--- src/source/rvDec_config.svh ---
/*
 RISC-V decoder configuration.
 Widths of the instruction word, register selectors, immediate and
 sub-op fields, plus the register that user mode may not write.
*/
`ifndef RV_DEC_CONFIG_SVH
`define RV_DEC_CONFIG_SVH

// base-integer instruction word
`define RV_INSTR_W 32

// selector: 0..31 are GPRs, above that special sources
`define RV_REG_W 6

// immediate carried in the micro-op, bit 32 holds the sign
`define RV_IMM_W 33

// sub-operation field of the micro-op
`define RV_SUBOP_W 4

// destination rejected in user mode
`define RV_TRAP_REG 4

`endif

--- src/source/rvIsaPkg.sv ---
/*
 RISC-V encoding types.
 Major opcode and funct3 encodings of the base integer set and a
 packed field view of a 32-bit instruction word.
*/
package rvIsaPkg;

	// instruction bits 6:2
	typedef enum logic [4:0] {
		OP_LOAD   = 5'b00000,
		OP_OPIMM  = 5'b00100,
		OP_AUIPC  = 5'b00101,
		OP_STORE  = 5'b01000,
		OP_OP     = 5'b01100,
		OP_LUI    = 5'b01101,
		OP_BRANCH = 5'b11000,
		OP_JALR   = 5'b11001,
		OP_JAL    = 5'b11011,
		OP_SYSTEM = 5'b11100
	} rvOpcodeE;

	// conditional branch compare
	typedef enum logic [2:0] {
		BR_EQ  = 3'b000,
		BR_NE  = 3'b001,
		BR_LT  = 3'b100,
		BR_GE  = 3'b101,
		BR_LTU = 3'b110,
		BR_GEU = 3'b111
	} rvBranchF3E;

	// register and immediate ALU forms share these
	typedef enum logic [2:0] {
		F3_ADD  = 3'b000,
		F3_SLL  = 3'b001,
		F3_SLT  = 3'b010,
		F3_SLTU = 3'b011,
		F3_XOR  = 3'b100,
		F3_SR   = 3'b101,
		F3_OR   = 3'b110,
		F3_AND  = 3'b111
	} rvAluF3E;

	// R-type layout, other formats reuse the bits
	typedef struct packed {
		logic [6:0] funct7;
		logic [4:0] rs2;
		logic [4:0] rs1;
		logic [2:0] funct3;
		logic [4:0] rd;
		rvOpcodeE   opcode;
		// 2'b11 for all 32-bit encodings
		logic [1:0] quadrant;
	} rvInstrS;

endpackage

--- src/source/rvUopPkg.sv ---
/*
 Micro-op types.
 Command set, sub-op codes and register selector codes of the
 decoded micro-op, and the structs passed between decode stages.
*/
`include "rvDec_config.svh"

package rvUopPkg;

	typedef enum logic [3:0] {
		CMD_INVOP  = 4'd0,
		CMD_LOAD   = 4'd1,
		CMD_STORE  = 4'd2,
		CMD_BRANCH = 4'd3,
		CMD_JMP    = 4'd4,
		CMD_JSR    = 4'd5,
		CMD_ALU    = 4'd6,
		CMD_SHIFT  = 4'd7,
		CMD_LEA    = 4'd8,
		CMD_MOVIMM = 4'd9,
		CMD_TRAP   = 4'd10
	} uopCmdE;

	typedef logic [`RV_SUBOP_W-1:0] subOpT;
	typedef logic [`RV_REG_W-1:0] regSelT;
	typedef logic [`RV_IMM_W-1:0] immT;

	// ALU sub-ops
	localparam subOpT ALU_ADD  = 4'd0;
	localparam subOpT ALU_SUB  = 4'd1;
	localparam subOpT ALU_SLT  = 4'd2;
	localparam subOpT ALU_SLTU = 4'd3;
	localparam subOpT ALU_XOR  = 4'd4;
	localparam subOpT ALU_OR   = 4'd6;
	localparam subOpT ALU_AND  = 4'd7;

	// shifter sub-ops
	localparam subOpT SH_SHL = 4'd0;
	localparam subOpT SH_SHR = 4'd1;
	localparam subOpT SH_SAR = 4'd2;

	// trap kinds: ecall, ebreak, mret
	localparam subOpT TRAP_SYSE  = 4'd0;
	localparam subOpT TRAP_BREAK = 4'd1;
	localparam subOpT TRAP_RTE   = 4'd2;

	// special selectors above the 32 GPRs
	localparam regSelT REG_ZZR = 6'd0;
	localparam regSelT REG_IMM = 6'd32;
	localparam regSelT REG_PC  = 6'd33;

	// classify result, 9 bits
	typedef struct packed {
		uopCmdE cmd;
		subOpT  subOp;
		logic   illegal;
	} classS;

	typedef struct packed {
		uopCmdE cmd;
		subOpT  subOp;
		regSelT regN;
		regSelT regM;
		regSelT regO;
		immT    imm;
	} uopS;

endpackage

--- src/source/rvDecodeTop.sv ---
/*
 RISC-V instruction decoder top level.
 Takes one 32-bit word per req/ack handshake and returns a micro-op
 built by the decode, execute and result stages.
*/
`timescale 1ns/1ps

module rvDecodeTop (
	input  logic              clock,
	input  logic              arstN,
	input  logic              req,
	input  rvIsaPkg::rvInstrS instr,
	input  logic              userMode,
	output logic              ack,
	output rvUopPkg::uopS     uop
);
	import rvIsaPkg::*;
	import rvUopPkg::*;

	logic    take;
	logic    userReg;
	rvInstrS fields;
	classS   cls;
	uopS     uopNext;

	rvOpClassify u_classify (
		.clock    (clock),
		.arstN    (arstN),
		.take     (take),
		.instr    (instr),
		.userMode (userMode),
		.fields   (fields),
		.userReg  (userReg),
		.cls      (cls)
	);

	rvOperandForm u_operand (
		.fields  (fields),
		.userReg (userReg),
		.cls     (cls),
		.uopNext (uopNext)
	);

	rvUopResult u_result (
		.clock   (clock),
		.arstN   (arstN),
		.req     (req),
		.uopNext (uopNext),
		.take    (take),
		.ack     (ack),
		.uop     (uop)
	);

endmodule

--- src/source/rvOpClassify.sv ---
/*
 Decode stage of the RISC-V decoder.
 Captures the instruction word and mode on take, then maps opcode,
 funct3 and funct7 to a micro-op command and sub-op.
*/
`timescale 1ns/1ps

module rvOpClassify (
	input  logic              clock,
	input  logic              arstN,
	input  logic              take,
	input  rvIsaPkg::rvInstrS instr,
	input  logic              userMode,
	output rvIsaPkg::rvInstrS fields,
	output logic              userReg,
	output rvUopPkg::classS   cls
);
	import rvIsaPkg::*;
	import rvUopPkg::*;

	uopCmdE     cmd;
	subOpT      subOp;
	logic       known;
	rvAluF3E    aluF3;
	rvBranchF3E brCond;

	// cleared word has quadrant 0 and so reads as INVOP
	always_ff @(posedge clock or negedge arstN) begin
		if (!arstN) begin
			fields  <= '0;
			userReg <= 1'b0;
		end else if (take) begin
			fields  <= instr;
			userReg <= userMode;
		end
	end

	assign aluF3  = rvAluF3E'(fields.funct3);
	assign brCond = rvBranchF3E'(fields.funct3);

	always_comb begin
		cmd   = CMD_INVOP;
		subOp = '0;
		known = 1'b1;
		case (fields.opcode)
			OP_LOAD: begin
				cmd   = CMD_LOAD;
				subOp = subOpT'(fields.funct3);
			end
			OP_STORE: begin
				cmd   = CMD_STORE;
				subOp = subOpT'(fields.funct3);
			end
			OP_BRANCH: begin
				cmd   = CMD_BRANCH;
				subOp = subOpT'(brCond);
			end
			// link to x0 is a plain jump
			OP_JAL, OP_JALR: cmd = (fields.rd == 5'd0) ? CMD_JMP : CMD_JSR;
			OP_LUI:   cmd = CMD_MOVIMM;
			OP_AUIPC: cmd = CMD_LEA;
			OP_OPIMM, OP_OP: begin
				cmd = CMD_ALU;
				case (aluF3)
					F3_ADD: begin
						// only the register form has SUB
						if (fields.opcode == OP_OP && fields.funct7[5])
							subOp = ALU_SUB;
						else
							subOp = ALU_ADD;
					end
					F3_SLL: begin
						cmd   = CMD_SHIFT;
						subOp = SH_SHL;
					end
					F3_SLT:  subOp = ALU_SLT;
					F3_SLTU: subOp = ALU_SLTU;
					F3_XOR:  subOp = ALU_XOR;
					F3_SR: begin
						cmd   = CMD_SHIFT;
						subOp = fields.funct7[5] ? SH_SAR : SH_SHR;
					end
					F3_OR:  subOp = ALU_OR;
					F3_AND: subOp = ALU_AND;
				endcase
				// multiply/divide group is not supported
				if (fields.opcode == OP_OP && fields.funct7 == 7'h01)
					known = 1'b0;
			end
			OP_SYSTEM: begin
				cmd = CMD_TRAP;
				if (fields.funct3 != 3'd0 || fields.rs1 != 5'd0 || fields.rd != 5'd0)
					known = 1'b0;
				case ({fields.funct7, fields.rs2})
					12'h000: subOp = TRAP_SYSE;
					12'h001: subOp = TRAP_BREAK;
					12'h302: subOp = TRAP_RTE;
					default: known = 1'b0;
				endcase
			end
			default: known = 1'b0;
		endcase
		// compressed quadrants are not decoded here
		if (fields.quadrant != 2'b11)
			known = 1'b0;
		if (!known) begin
			cmd   = CMD_INVOP;
			subOp = '0;
		end
	end

	assign cls = '{cmd: cmd, subOp: subOp, illegal: !known};

	// command always holds a defined encoding
	assert property (@(posedge clock) disable iff (!arstN)
		cls.cmd inside {[CMD_INVOP:CMD_TRAP]});

endmodule

--- src/source/rvOperandForm.sv ---
/*
 Execute stage of the RISC-V decoder.
 Forms the immediate and the three register selectors from the
 command and the captured word, and rejects user writes to x4.
*/
`timescale 1ns/1ps
`include "rvDec_config.svh"

module rvOperandForm (
	input  rvIsaPkg::rvInstrS fields,
	input  logic              userReg,
	input  rvUopPkg::classS   cls,
	output rvUopPkg::uopS     uopNext
);
	import rvIsaPkg::*;
	import rvUopPkg::*;

	logic [`RV_INSTR_W-1:0] word;
	logic                   sign;
	immT                    immI;
	immT                    immS;
	immT                    immB;
	immT                    immJ;
	immT                    immU;
	regSelT                 selRd;
	regSelT                 selRs1;
	regSelT                 selRs2;
	logic                   isJal;
	logic                   isImmAlu;
	logic                   reject;

	assign word = fields;
	assign sign = word[`RV_INSTR_W-1];

	// sign-extended to 33 bits
	assign immI = {{21{sign}}, word[31:20]};
	assign immS = {{21{sign}}, word[31:25], word[11:7]};
	assign immB = {{21{sign}}, word[7], word[30:25], word[11:8], 1'b0};
	assign immJ = {{13{sign}}, word[19:12], word[20], word[30:21], 1'b0};
	// upper immediate stays unsigned
	assign immU = {1'b0, word[31:12], 12'h000};

	assign selRd  = regSelT'(fields.rd);
	assign selRs1 = regSelT'(fields.rs1);
	assign selRs2 = regSelT'(fields.rs2);

	assign isJal    = (fields.opcode == OP_JAL);
	assign isImmAlu = (fields.opcode == OP_OPIMM);
	assign reject   = userReg && (fields.rd == `RV_TRAP_REG);

	always_comb begin
		uopNext.cmd   = cls.cmd;
		uopNext.subOp = cls.subOp;
		uopNext.regN  = selRd;
		uopNext.regM  = selRs1;
		uopNext.regO  = selRs2;
		uopNext.imm   = '0;
		case (cls.cmd)
			CMD_LOAD: begin
				uopNext.imm  = immI;
				uopNext.regO = REG_IMM;
			end
			CMD_STORE: begin
				// store data goes out on N
				uopNext.imm  = immS;
				uopNext.regO = REG_IMM;
				uopNext.regN = selRs2;
			end
			CMD_BRANCH: begin
				uopNext.imm  = immB;
				uopNext.regN = REG_ZZR;
			end
			CMD_JMP, CMD_JSR: begin
				uopNext.regO = REG_IMM;
				if (isJal) begin
					uopNext.imm  = immJ;
					uopNext.regM = REG_PC;
				end else begin
					uopNext.imm = immI;
				end
			end
			CMD_ALU, CMD_SHIFT: begin
				if (isImmAlu) begin
					uopNext.imm  = immI;
					uopNext.regO = REG_IMM;
				end
			end
			CMD_LEA: begin
				uopNext.imm  = immU;
				uopNext.regM = REG_PC;
				uopNext.regO = REG_IMM;
			end
			CMD_MOVIMM: begin
				uopNext.imm  = immU;
				uopNext.regM = REG_IMM;
				uopNext.regO = REG_IMM;
			end
			default: begin
				// traps and invalid ops carry no operands
				uopNext.regN = REG_ZZR;
				uopNext.regM = REG_ZZR;
				uopNext.regO = REG_ZZR;
			end
		endcase
		if (cls.illegal || reject) begin
			uopNext.cmd   = CMD_INVOP;
			uopNext.subOp = '0;
			uopNext.regN  = REG_ZZR;
			uopNext.regM  = REG_ZZR;
			uopNext.regO  = REG_ZZR;
			uopNext.imm   = '0;
		end
	end

endmodule

--- src/source/rvUopResult.sv ---
/*
 Result stage of the RISC-V decoder.
 Four-phase req/ack handshake FSM; requests a capture, then holds
 the registered micro-op and ack until req drops.
*/
`timescale 1ns/1ps

module rvUopResult (
	input  logic          clock,
	input  logic          arstN,
	input  logic          req,
	input  rvUopPkg::uopS uopNext,
	output logic          take,
	output logic          ack,
	output rvUopPkg::uopS uop
);
	typedef enum logic [1:0] {
		IDLE = 2'd0,
		FORM = 2'd1,
		HOLD = 2'd2
	} stateE;

	stateE state;
	stateE stateNext;

	always_comb begin
		stateNext = state;
		case (state)
			IDLE: if (req) stateNext = FORM;
			FORM: stateNext = HOLD;
			HOLD: if (!req) stateNext = IDLE;
			default: stateNext = IDLE;
		endcase
	end

	always_ff @(posedge clock or negedge arstN) begin
		if (!arstN)
			state <= IDLE;
		else
			state <= stateNext;
	end

	// capture pulse for the word classified during FORM
	assign take = (state == IDLE) && req;
	assign ack  = (state == HOLD);

	// zero after reset reads as INVOP
	always_ff @(posedge clock or negedge arstN) begin
		if (!arstN)
			uop <= '0;
		else if (state == FORM)
			uop <= uopNext;
	end

	// ack only answers a request that was already up
	assert property (@(posedge clock) disable iff (!arstN)
		$rose(ack) |-> $past(req));

	// requester sees a steady micro-op for the whole ack phase
	assert property (@(posedge clock) disable iff (!arstN)
		ack && $past(ack) |-> $stable(uop));

endmodule
--- config.mk ---
export PLATFORM = sky130hd
export DESIGN_NAME = rvDecodeTop
export DESIGN_NICKNAME = d
export VERILOG_FILES = /design/src/source/rvIsaPkg.sv /design/src/source/rvUopPkg.sv /design/src/source/rvDecodeTop.sv /design/src/source/rvOpClassify.sv /design/src/source/rvOperandForm.sv /design/src/source/rvUopResult.sv
export VERILOG_INCLUDE_DIRS = /design/src /design/src/source
export SDC_FILE = /design/constraint.sdc
export NUM_CORES = 1
export LEC_CHECK = 0
export CORE_UTILIZATION = 60
export DETAILED_ROUTE_END_ITERATION = 6
export DONT_BUFFER_PORTS = 1
export PLACE_DENSITY = 0.86
export SYNTH_ARGS = -nofsm -noshare
export SYNTH_HDL_FRONTEND = slang
export SYNTH_SLANG_ARGS = --single-unit
--- constraint.sdc ---
create_clock -name clock -period 5.1 [get_ports clock]
set_clock_uncertainty 0.1 [all_clocks]
set_input_delay 0.51 -clock clock [delete_from_list [all_inputs] [get_ports clock]]
set_output_delay 0.51 -clock clock [all_outputs]
set_load 0.05 [all_outputs]
==> After elaboration in Yosys (flattened, before gate mapping) <==
Index checks and enable logic that the tools add are counted.
{ "word_totals": {"word_cells": 104, "inputBits": 36, "regBits": 94, "out_inout_bits": 60} }
{ "op_classes": {"n_reduce_logical": 29, "eq_ne": 34, "mux": 26} }
{ "op_table": {"columns": ["operator", "count"], "rows": [
  ["33-bit case mux with 6 select lines", 1],
  ["4-bit case mux with 8 select lines", 2],
  ["59-bit 2-to-1 mux", 1],
  ["39-bit 2-to-1 mux", 1],
  ["6-bit case mux with 4 select lines", 1],
  ["5-bit == test, second input constant", 4],
  ["20-bit 2-to-1 mux", 1],
  ["6-bit case mux with 3 select lines", 1],
  ["4-bit by 3-bit == test with 1-bit output, second input constant", 4],
  ["5-bit by 3-bit == test with 1-bit output, second input constant", 3],
  ["5-bit by 4-bit == test with 1-bit output, second input constant", 3],
  ["7-bit OR reduction", 2],
  ["12-bit by 1-bit == test with 1-bit output, second input constant", 1],
  ["12-bit by 10-bit == test with 1-bit output, second input constant", 1],
  ["3-bit == test, second input constant", 4],
  ["12-bit logical NOT", 1],
  ["4-bit case mux with 3 select lines", 1],
  ["2-bit OR reduction", 6],
  ["5-bit logical NOT", 2],
  ["5-bit case mux with 2 select lines", 1],
  ["5-bit nonzero test", 2],
  ["4-bit by 2-bit == test with 1-bit output, second input constant", 2],
  ["4-bit == test, second input constant", 2],
  ["4-bit 2-to-1 mux", 2],
  ["other kinds (23)", 40]
]} }

==> Logic depth before layout (Yosys ltp) <==
Gate-level depths: netlist of run 1.
{ "logic_depth": {"ltp_word": 12, "depth_mapped": 9, "depth_no_buf": 6} }

==> Hierarchy <==
A second synthesis of run 1 with hierarchy kept.
{ "unflattened": {"cells_unflattened": 443, "area_unflattened_um2": 5255.0} }
{ "by_module_without_submodules": {"columns": ["module", "area_each_um2", "instances", "cells_each"], "rows": [
  ["rvUopResult", 2582.5, 1, 133],
  ["rvOpClassify", 1671.6, 1, 139],
  ["rvOperandForm", 1001.0, 1, 171]
]} }

==> Least setup slack after synthesis of run 1 <==
Ideal clock, no wire load.
{ "synth_timing": {"path_type": "register to register", "from": "register u_classify.fields[3] (netlist name)", "to": "register u_result.uop[40] (netlist name)", "setup_slack_ns": 2.765, "period_less_slack_ns": 2.335, "arrival_time_ns": 2.166, "stages_incl_launch_ff": 10, "cell_sequence": "dfrtp_1 -> buf_6 -> or2_1 -> buf_6 -> or4_1 -> and3_1 -> buf_6 -> and2_4 -> o311ai_4 -> a32o_1"} }
{ "synth_between": {"elab_chain_len": 10, "elab_cells_between_ends": 35} }
{ "synth_rtl": {"columns": ["item", "line", "rtl"], "rows": [
  ["5-bit by 4-bit == test with 1-bit output", "rvOpClassify.sv:45, rvOpClassify.sv:87", null],
  ["1-bit logical AND", "rvOpClassify.sv:87", "if (fields.opcode == OP_OP && fields.funct7 == 7'h01)"],
  ["1-bit 2-to-1 mux", "rvOpClassify.sv:87", null],
  ["1-bit case mux with 3 select lines", "rvOpClassify.sv:45", "case (fields.opcode)"],
  ["1-bit 2-to-1 mux", "rvOpClassify.sv:104", "if (fields.quadrant != 2'b11)"],
  ["4-bit 2-to-1 mux", "rvOpClassify.sv:106", "if (!known) begin"],
  ["4-bit by 2-bit == test with 1-bit output, or another cell as far along", "rvOperandForm.sv:58", "case (cls.cmd)"],
  ["5-bit OR reduction (no line) / 2-bit OR reduction (equally long branches)", null, null],
  ["6-bit case mux with 4 select lines", "rvOperandForm.sv:58", null],
  ["59-bit 2-to-1 mux *", "rvOperandForm.sv:105", "if (cls.illegal || reject) begin"]
]} }
Every way passes the cells marked *; elsewhere a longest branch is shown, timed or not.
A chain may end at the register's enable or synchronous reset.

==> Worst setup path after layout of run 1 <==
{ "layout_timing": {"from": "register u_classify.fields[6] (netlist name)", "to": "register u_result.uop[35] (netlist name)"} }
{ "layout_between": {"elab_chain_len": 10, "elab_cells_between_ends": 35} }
{ "layout_rtl": {"columns": ["item", "line"], "rows": [
  ["5-bit by 4-bit == test with 1-bit output", "rvOpClassify.sv:45, rvOpClassify.sv:87"],
  ["1-bit logical AND", "rvOpClassify.sv:87"],
  ["1-bit 2-to-1 mux", "rvOpClassify.sv:87"],
  ["1-bit case mux with 3 select lines", "rvOpClassify.sv:45"],
  ["1-bit 2-to-1 mux", "rvOpClassify.sv:104"],
  ["4-bit 2-to-1 mux", "rvOpClassify.sv:106"],
  ["4-bit by 1-bit == test with 1-bit output, or another cell as far along", "rvOperandForm.sv:58"],
  ["6-bit OR reduction (no line) / 2-bit OR reduction (equally long branches)", null],
  ["6-bit case mux with 3 select lines", "rvOperandForm.sv:58"],
  ["59-bit 2-to-1 mux *", "rvOperandForm.sv:105"]
]} }
Marked as above.

==> impl_metrics.tcl, run 1 <==
set metrics [dict create \
    synth_edf_count 0 \
    start_util_pct 62.3 \
    path_class "flip-flop to flip-flop" \
    cts_tree "yes" \
    hpwl_um 6860 \
    clock_sinks 92 \
    max_freq_ghz 0.352 \
    min_path_type "primary input to flip-flop" \
    drt_iter0_drc 258 \
    final_cell_mix "dfrtp_1 (92), nand2_1 (46), o21ai_0 (30)" \
    finalPower_mw 2.67 \
    cts_resized 0 \
    die_area_um2 7400 \
    drive_gt1_share_pct 14.8 \
    ys.warnings.count 0 \
    worstSkewPairLatency_ns 0.36 \
    antenna_cells 0 \
    crit_fanout 22 \
    layout.cells.most_common "dfrtp_1" \
    tns_ns 0 \
    synthCells 384 \
    antenna_found_initial 0 \
    hold_viol_final 0 \
    firstDrtPassIters 4 \
    grt_pass1_vias 2994 \
    portBuffers 0 \
    clock-root-buffer "clkbuf_8" \
    total_leakage_power_nw 1.91 \
    period_minus_slack_ns 2.84 \
    die_h_um 86.0 \
    wl_per_cell_um 20.8 \
    yosys_most_used_dff "dfrtp_1" \
    cp-start-kind "flip-flop" \
    drc 0 \
    layout_worst_path_cycle_share_pct 55.7 \
    ys_seq_area_share_pct 54.4 \
    endpoint_kind "flip-flop" \
    tightest_slew_ns 1.01 \
    peakVddDrop_uv 408 \
    required_ns 5.30 \
    maxCapViolCount 0 \
    rsz0062_at_grt "no" \
    synth-seq-cells 92 \
    area_growth_pct 5.79 \
    via_count 3124 \
    core_area_um2 6790 \
    utilization_pct 65.9 \
    grt_max_degree 93 \
    place_congestion 0.963 \
    post-cts-setup-buffers 0 \
    finalWirelength_um 9870 \
    fillCellCount 514 \
    power_density_nw_per_um2 597 \
    max-slew-margin-rel_pct 32.3 \
    fp.dieW_um 86.0 \
    avgSynthCellArea_um2 11.0 \
    rows 30 \
    maxSlewViolCount 0 \
    postCtsHoldBufs 2 \
    cts_buffers 9 \
    grt_pass1_wl_um 15800 \
    clockBufferDepth 2 \
    clk_pin_slew_ns 0.09 \
    ff_latch_area_um2 2300 \
    overflow 0 \
    setup_viol 0 \
    synth_cell_type_count 57 \
    final_nets 409 \
    ios 96 \
    multiInputGateArea_um2 1790 \
    syn-cell-area_um2 4230 \
    avgViaCountPerCell 6.59 \
    async_flop_share_pct 100 \
    status "completed" \
    ant_nets 0 \
    track_usage_pct 28.1 \
    h-tree-depth 3 \
    cp.arrival_ns 3.04 \
]
## layer usage
layer / share of wire [%] / vias up / GRT usage, % / wire, um
li1: - / 1410 / - / -
met5: 0 / - / 0 / 0
met4: 2.1 / 0 / 11.4 / 212
met1: 42 / 1567 / 39.3 / 4120
met2: 49 / 128 / 43.2 / 4840
met3: 7.1 / 19 / 5.58 / 697
## final cells by class
class	count	area share [%]
Clock buffer	10	2.85
Clock inverter	6	1.45
Inverter	4	0.335
Multi-Input combinational cell	261	39.9
Sequential cell	92	51.4
Tap cell	96	2.68
Timing Repair Buffer	5	1.34
## per-stage QoR
stage | hold WS, ns | worst slack (ns) | instances | cell area [um^2]
final | 0.170 | 2.26 | 474 | 4480
after global routing | 0.158 | 2.05 | 474 | 4480
after CTS | 0.160 | 2.28 | 474 | 4480
after detailed placement | 0.117 | 2.29 | 456 | 4250
after global placement | 0.117 | 2.35 | 456 | 4250
after floorplan | 0.114 | 2.77 | 385 | 4240
## power breakdown
group          switching, mW  total, mW  internal [mW]
Sequential             0.467       1.37          0.907
Combinational          0.474      0.826          0.353
Clock                  0.246      0.473          0.226
Total                   1.19       2.67           1.49
## path summary, 6_finish.rpt
check / from / endpoint / slack [ns] / cells after the start
worst max-delay path: u_classify.fields[6] / u_result.uop[35] / 2.26 / 5
worst min-delay path: instr[13] / u_classify.aluF3[1] / 0.17 / 2
worst max register to register: u_classify.fields[6] / u_result.uop[35] / 2.26 / 5
worst min register to register: u_classify.userReg / u_classify.userReg / 0.42 / 1
max in group asynchronous: arstN / u_classify.fields[8] / 3.90 / 2
min in group asynchronous: arstN / u_result.uop[5] / 0.59 / 2
## critical path, cell delays in order, from the launching register on
cell	delay, ns
dfrtp_1	0.61
or4b_1	0.75
a41oi_1	0.21
a211o_1	0.21
and2_1	0.61
a32o_1	0.28
## synth_stat cells (3+ instances only)
master    instances  area (um^2)
o22ai_1           3         18.8
and2_1           10         62.6
o21ai_0          30          150
nand2b_1          3         18.8
a32o_1           10          100
nor4_1            4         25.0
buf_2             3         15.0
buf_6             3         33.8
mux2_2           29          327
a211oi_1          5         37.5
a221o_1           5         50.1
a22oi_1           5         37.5
a22o_1           19          166
nor2_1           13         48.8
dfrtp_1          92         2300
nor2b_1           5         31.3
a31oi_1           4         25.0
nor3b_1           4         30.0
nand2_1          46          173
nand3_1           9         45.0
clkbuf_1         19         71.3
inv_1             4         15.0
a21oi_1          13         65.1
nor3_1            4         20.0
## kinds of logic (layout without fill, tap and decap cells)
| group | Yosys count | after routing | synth area share (%) |
|---|---|---|---|
| muxes | 29 | 29 | 7.71 |
| and+or+nand+nor | 114 | 114 | 13.7 |
| AOI/OAI and AO/OA | 115 | 115 | 20.3 |
| DFF | 92 | 92 | 54.4 |
| xor gates and xnor gates | 1 | 1 | 0.207 |
| other | 1 | 2 | 0.0886 |
| buffers and inverters | 32 | 25 | 3.63 |
## sequential cells by signal, summed over array words and instances, names as in the netlist
register / flops
u_classify.userReg: 1
u_result.state: 2
u_result.uop: 57
u_classify.aluF3: 3
u_classify.fields: 29
No activity file was read; power rests on OpenSTA's default activity.
==> inputs of run 2 (changes only) <==
Clock period 5.1 ns to 2.7 ns, I/O delays scaled along.
==> run 2 against run 1 <==
Design area is 11% higher. Maximum frequency is 11% higher. Flip-flop and latch count stayed put. Die area stayed put. Combinational power is 130% higher. Largest power group unchanged. Largest cell class unchanged. Count of clock-buffer cells in the layout is 1 higher. Core utilization is 7.3 points higher. Total power is 98% higher. Wire length is 11% higher. First-iteration DRC count is 17% lower. Sequential power is 85% higher. Clock power is 77% higher.
==> impl_metrics.tcl, run 2 (same netlist as run 1, synthesis figures left out) <==
set metrics [dict create \
    tightest_slew_ns 0.808 \
    max_freq_ghz 0.391 \
    maxSlewViolCount 0 \
    setup_viol 0 \
    max-slew-margin-rel_pct 45.8 \
    drc 0 \
    place_area_um2 4410 \
    ant_nets 0 \
    cp-start-kind "flip-flop" \
    crit_fanout 16 \
    final_nets 465 \
    stdcell_count 530 \
    cp.arrival_ns 2.74 \
    hold_viol_final 0 \
    ios 96 \
    area_growth_pct 17.5 \
    finalHoldWorstSlack_ns 0.332 \
    grt_pass1_vias 3355 \
    antenna_found_initial 0 \
    antenna_cells 0 \
    wl_per_cell_um 20.7 \
    reg2reg_depth 6 \
    via_count 3445 \
    place_congestion 0.914 \
    clockBufferDepth 2 \
    drt_iter0_drc 215 \
    track_usage_pct 30.9 \
    overflow 0 \
    h-tree-depth 3 \
    r2r_start "u_classify.fields[2]" \
    layout_worst_path_cycle_share_pct 94.7 \
    total_leakage_power_nw 2.15 \
    clock_sinks 92 \
    worstSkewPairLatency_ns 0.35 \
    fp.dieW_um 86.0 \
    r2r_setup_slack_ns 0.14 \
    design_area_um2 4980 \
    peakVddDrop_uv 686 \
    layout.cells.most_common "dfrtp_1" \
    drive_gt1_share_pct 18.4 \
    clock-root-buffer "clkbuf_8" \
    p_comb_share_pct 36.3 \
    p_clk_share_pct 15.9 \
    clk_pin_slew_ns 0.09 \
    hpwl_um 7370 \
    min_to "u_result.state[0]" \
    period_minus_slack_ns 2.56 \
    firstDrtPassIters 5 \
    swShare_pct 44.6 \
    portBuffers 0 \
    maxCapViolCount 0 \
    min_path_type "primary input to flip-flop" \
    die_area_um2 7400 \
    required_ns 2.88 \
    p_seq_share_pct 47.8 \
    cts_tree "yes" \
    p_int_mw 2.93 \
    final_cell_mix "dfrtp_1 (92), nand2_1 (46), dlygate4sd3_1 (35)" \
    start_util_pct 62.3 \
    power_density_nw_per_um2 1060 \
    timing.rr.end "u_result.uop[46]" \
    rows 30 \
    p_sw_mw 2.36 \
    rsz0062_at_grt "no" \
    tns_ns 0 \
    grt_pass1_wl_um 17400 \
    dp_cells 478 \
    top_register "u_result.uop" \
    die_h_um 86.0 \
    post-cts-setup-buffers 0 \
    finalWirelength_um 11000 \
    cts_buffers 9 \
    avgViaCountPerCell 6.50 \
    status "completed" \
    grt_max_degree 93 \
    endpoint_kind "flip-flop" \
    path_class "flip-flop to flip-flop" \
    largest_register_ffs 57 \
    min_path_cells 2 \
    core_area_um2 6790 \
    worstHoldStart "req" \
]
## run 2: changes by cell type in the layout (fill, tap and decap cells not counted), moves of 2 or more
cell,change
buf_4,+22
dlygate4sd3_1,+34
clkinv_4,-2
inv_6,+2
## run 2: layout make-up
type / instances / area [um^2]
clock buffer: 11 / 141
fill: 479 / 1820
multi-input combinational: 261 / 1800
sequential: 92 / 2300
inverter: 4 / 15.0
clock inverter: 5 / 35.0
tap: 96 / 120
timing repair buffer: 61 / 566
## run 2: worst max-delay path, stage by stage (launching register included)
cell and delay (ns):
dfrtp_1 0.54, or2_1 0.29, or4_1 0.39, and3_1 0.28, buf_4 0.17, a221oi_2 0.48, a221o_1 0.24
## run 2: timing repair
item,4_1_cts,5_1_grt
hold buffers,36,0
gates resized for setup,0,2
hold endpoints to repair,126,0
setup endpoints to repair,0,19
## run 2: worst max path at each step
stage / slack [ns] / from / depth (start not counted) / endpoint
after floorplan: 0.37 / u_classify.fields[3] / 9 / u_result.uop[40]
after global placement: 0.11 / u_classify.fields[31] / 6 / u_result.uop[48]
after detailed placement: 0.12 / u_classify.fields[31] / 6 / u_result.uop[47]
after CTS: 0.09 / u_classify.fields[31] / 6 / u_result.uop[47]
after global routing: 0.05 / u_classify.fields[2] / 6 / u_result.uop[47]
final: 0.14 / u_classify.fields[2] / 6 / u_result.uop[46]
## run 2: layer usage
metal	vias up	part of all wire (%)	global-route usage [%]
met1	1744	41	41.2
met4	0	1.3	7.58
met3	15	7.0	6.83
met2	168	51	51.6
li1	1518	-	-
met5	-	0	0
## run 2: power groups by stage
stage | clock [mW] | combinational [mW] | sequential [mW]
floorplan | 0 | 1.41 | 2.31
global placement | 0 | 1.77 | 2.52
detailed placement | 0 | 1.80 | 2.54
CTS | 0.839 | 1.88 | 2.51
global route | 0.896 | 2.07 | 2.58
finish | 0.838 | 1.92 | 2.53
## run 2: stage by stage
stage          util [%]  power, mW  setup WS (ns)
6_report           73.2       5.29          0.143
3_5_place_dp       65.0       4.34          0.123
5_1_grt            73.2       5.54         0.0477
2_1_floorplan         -       3.72          0.365
4_1_cts            73.1       5.23         0.0947
3_3_place_gp       65.0       4.29          0.106
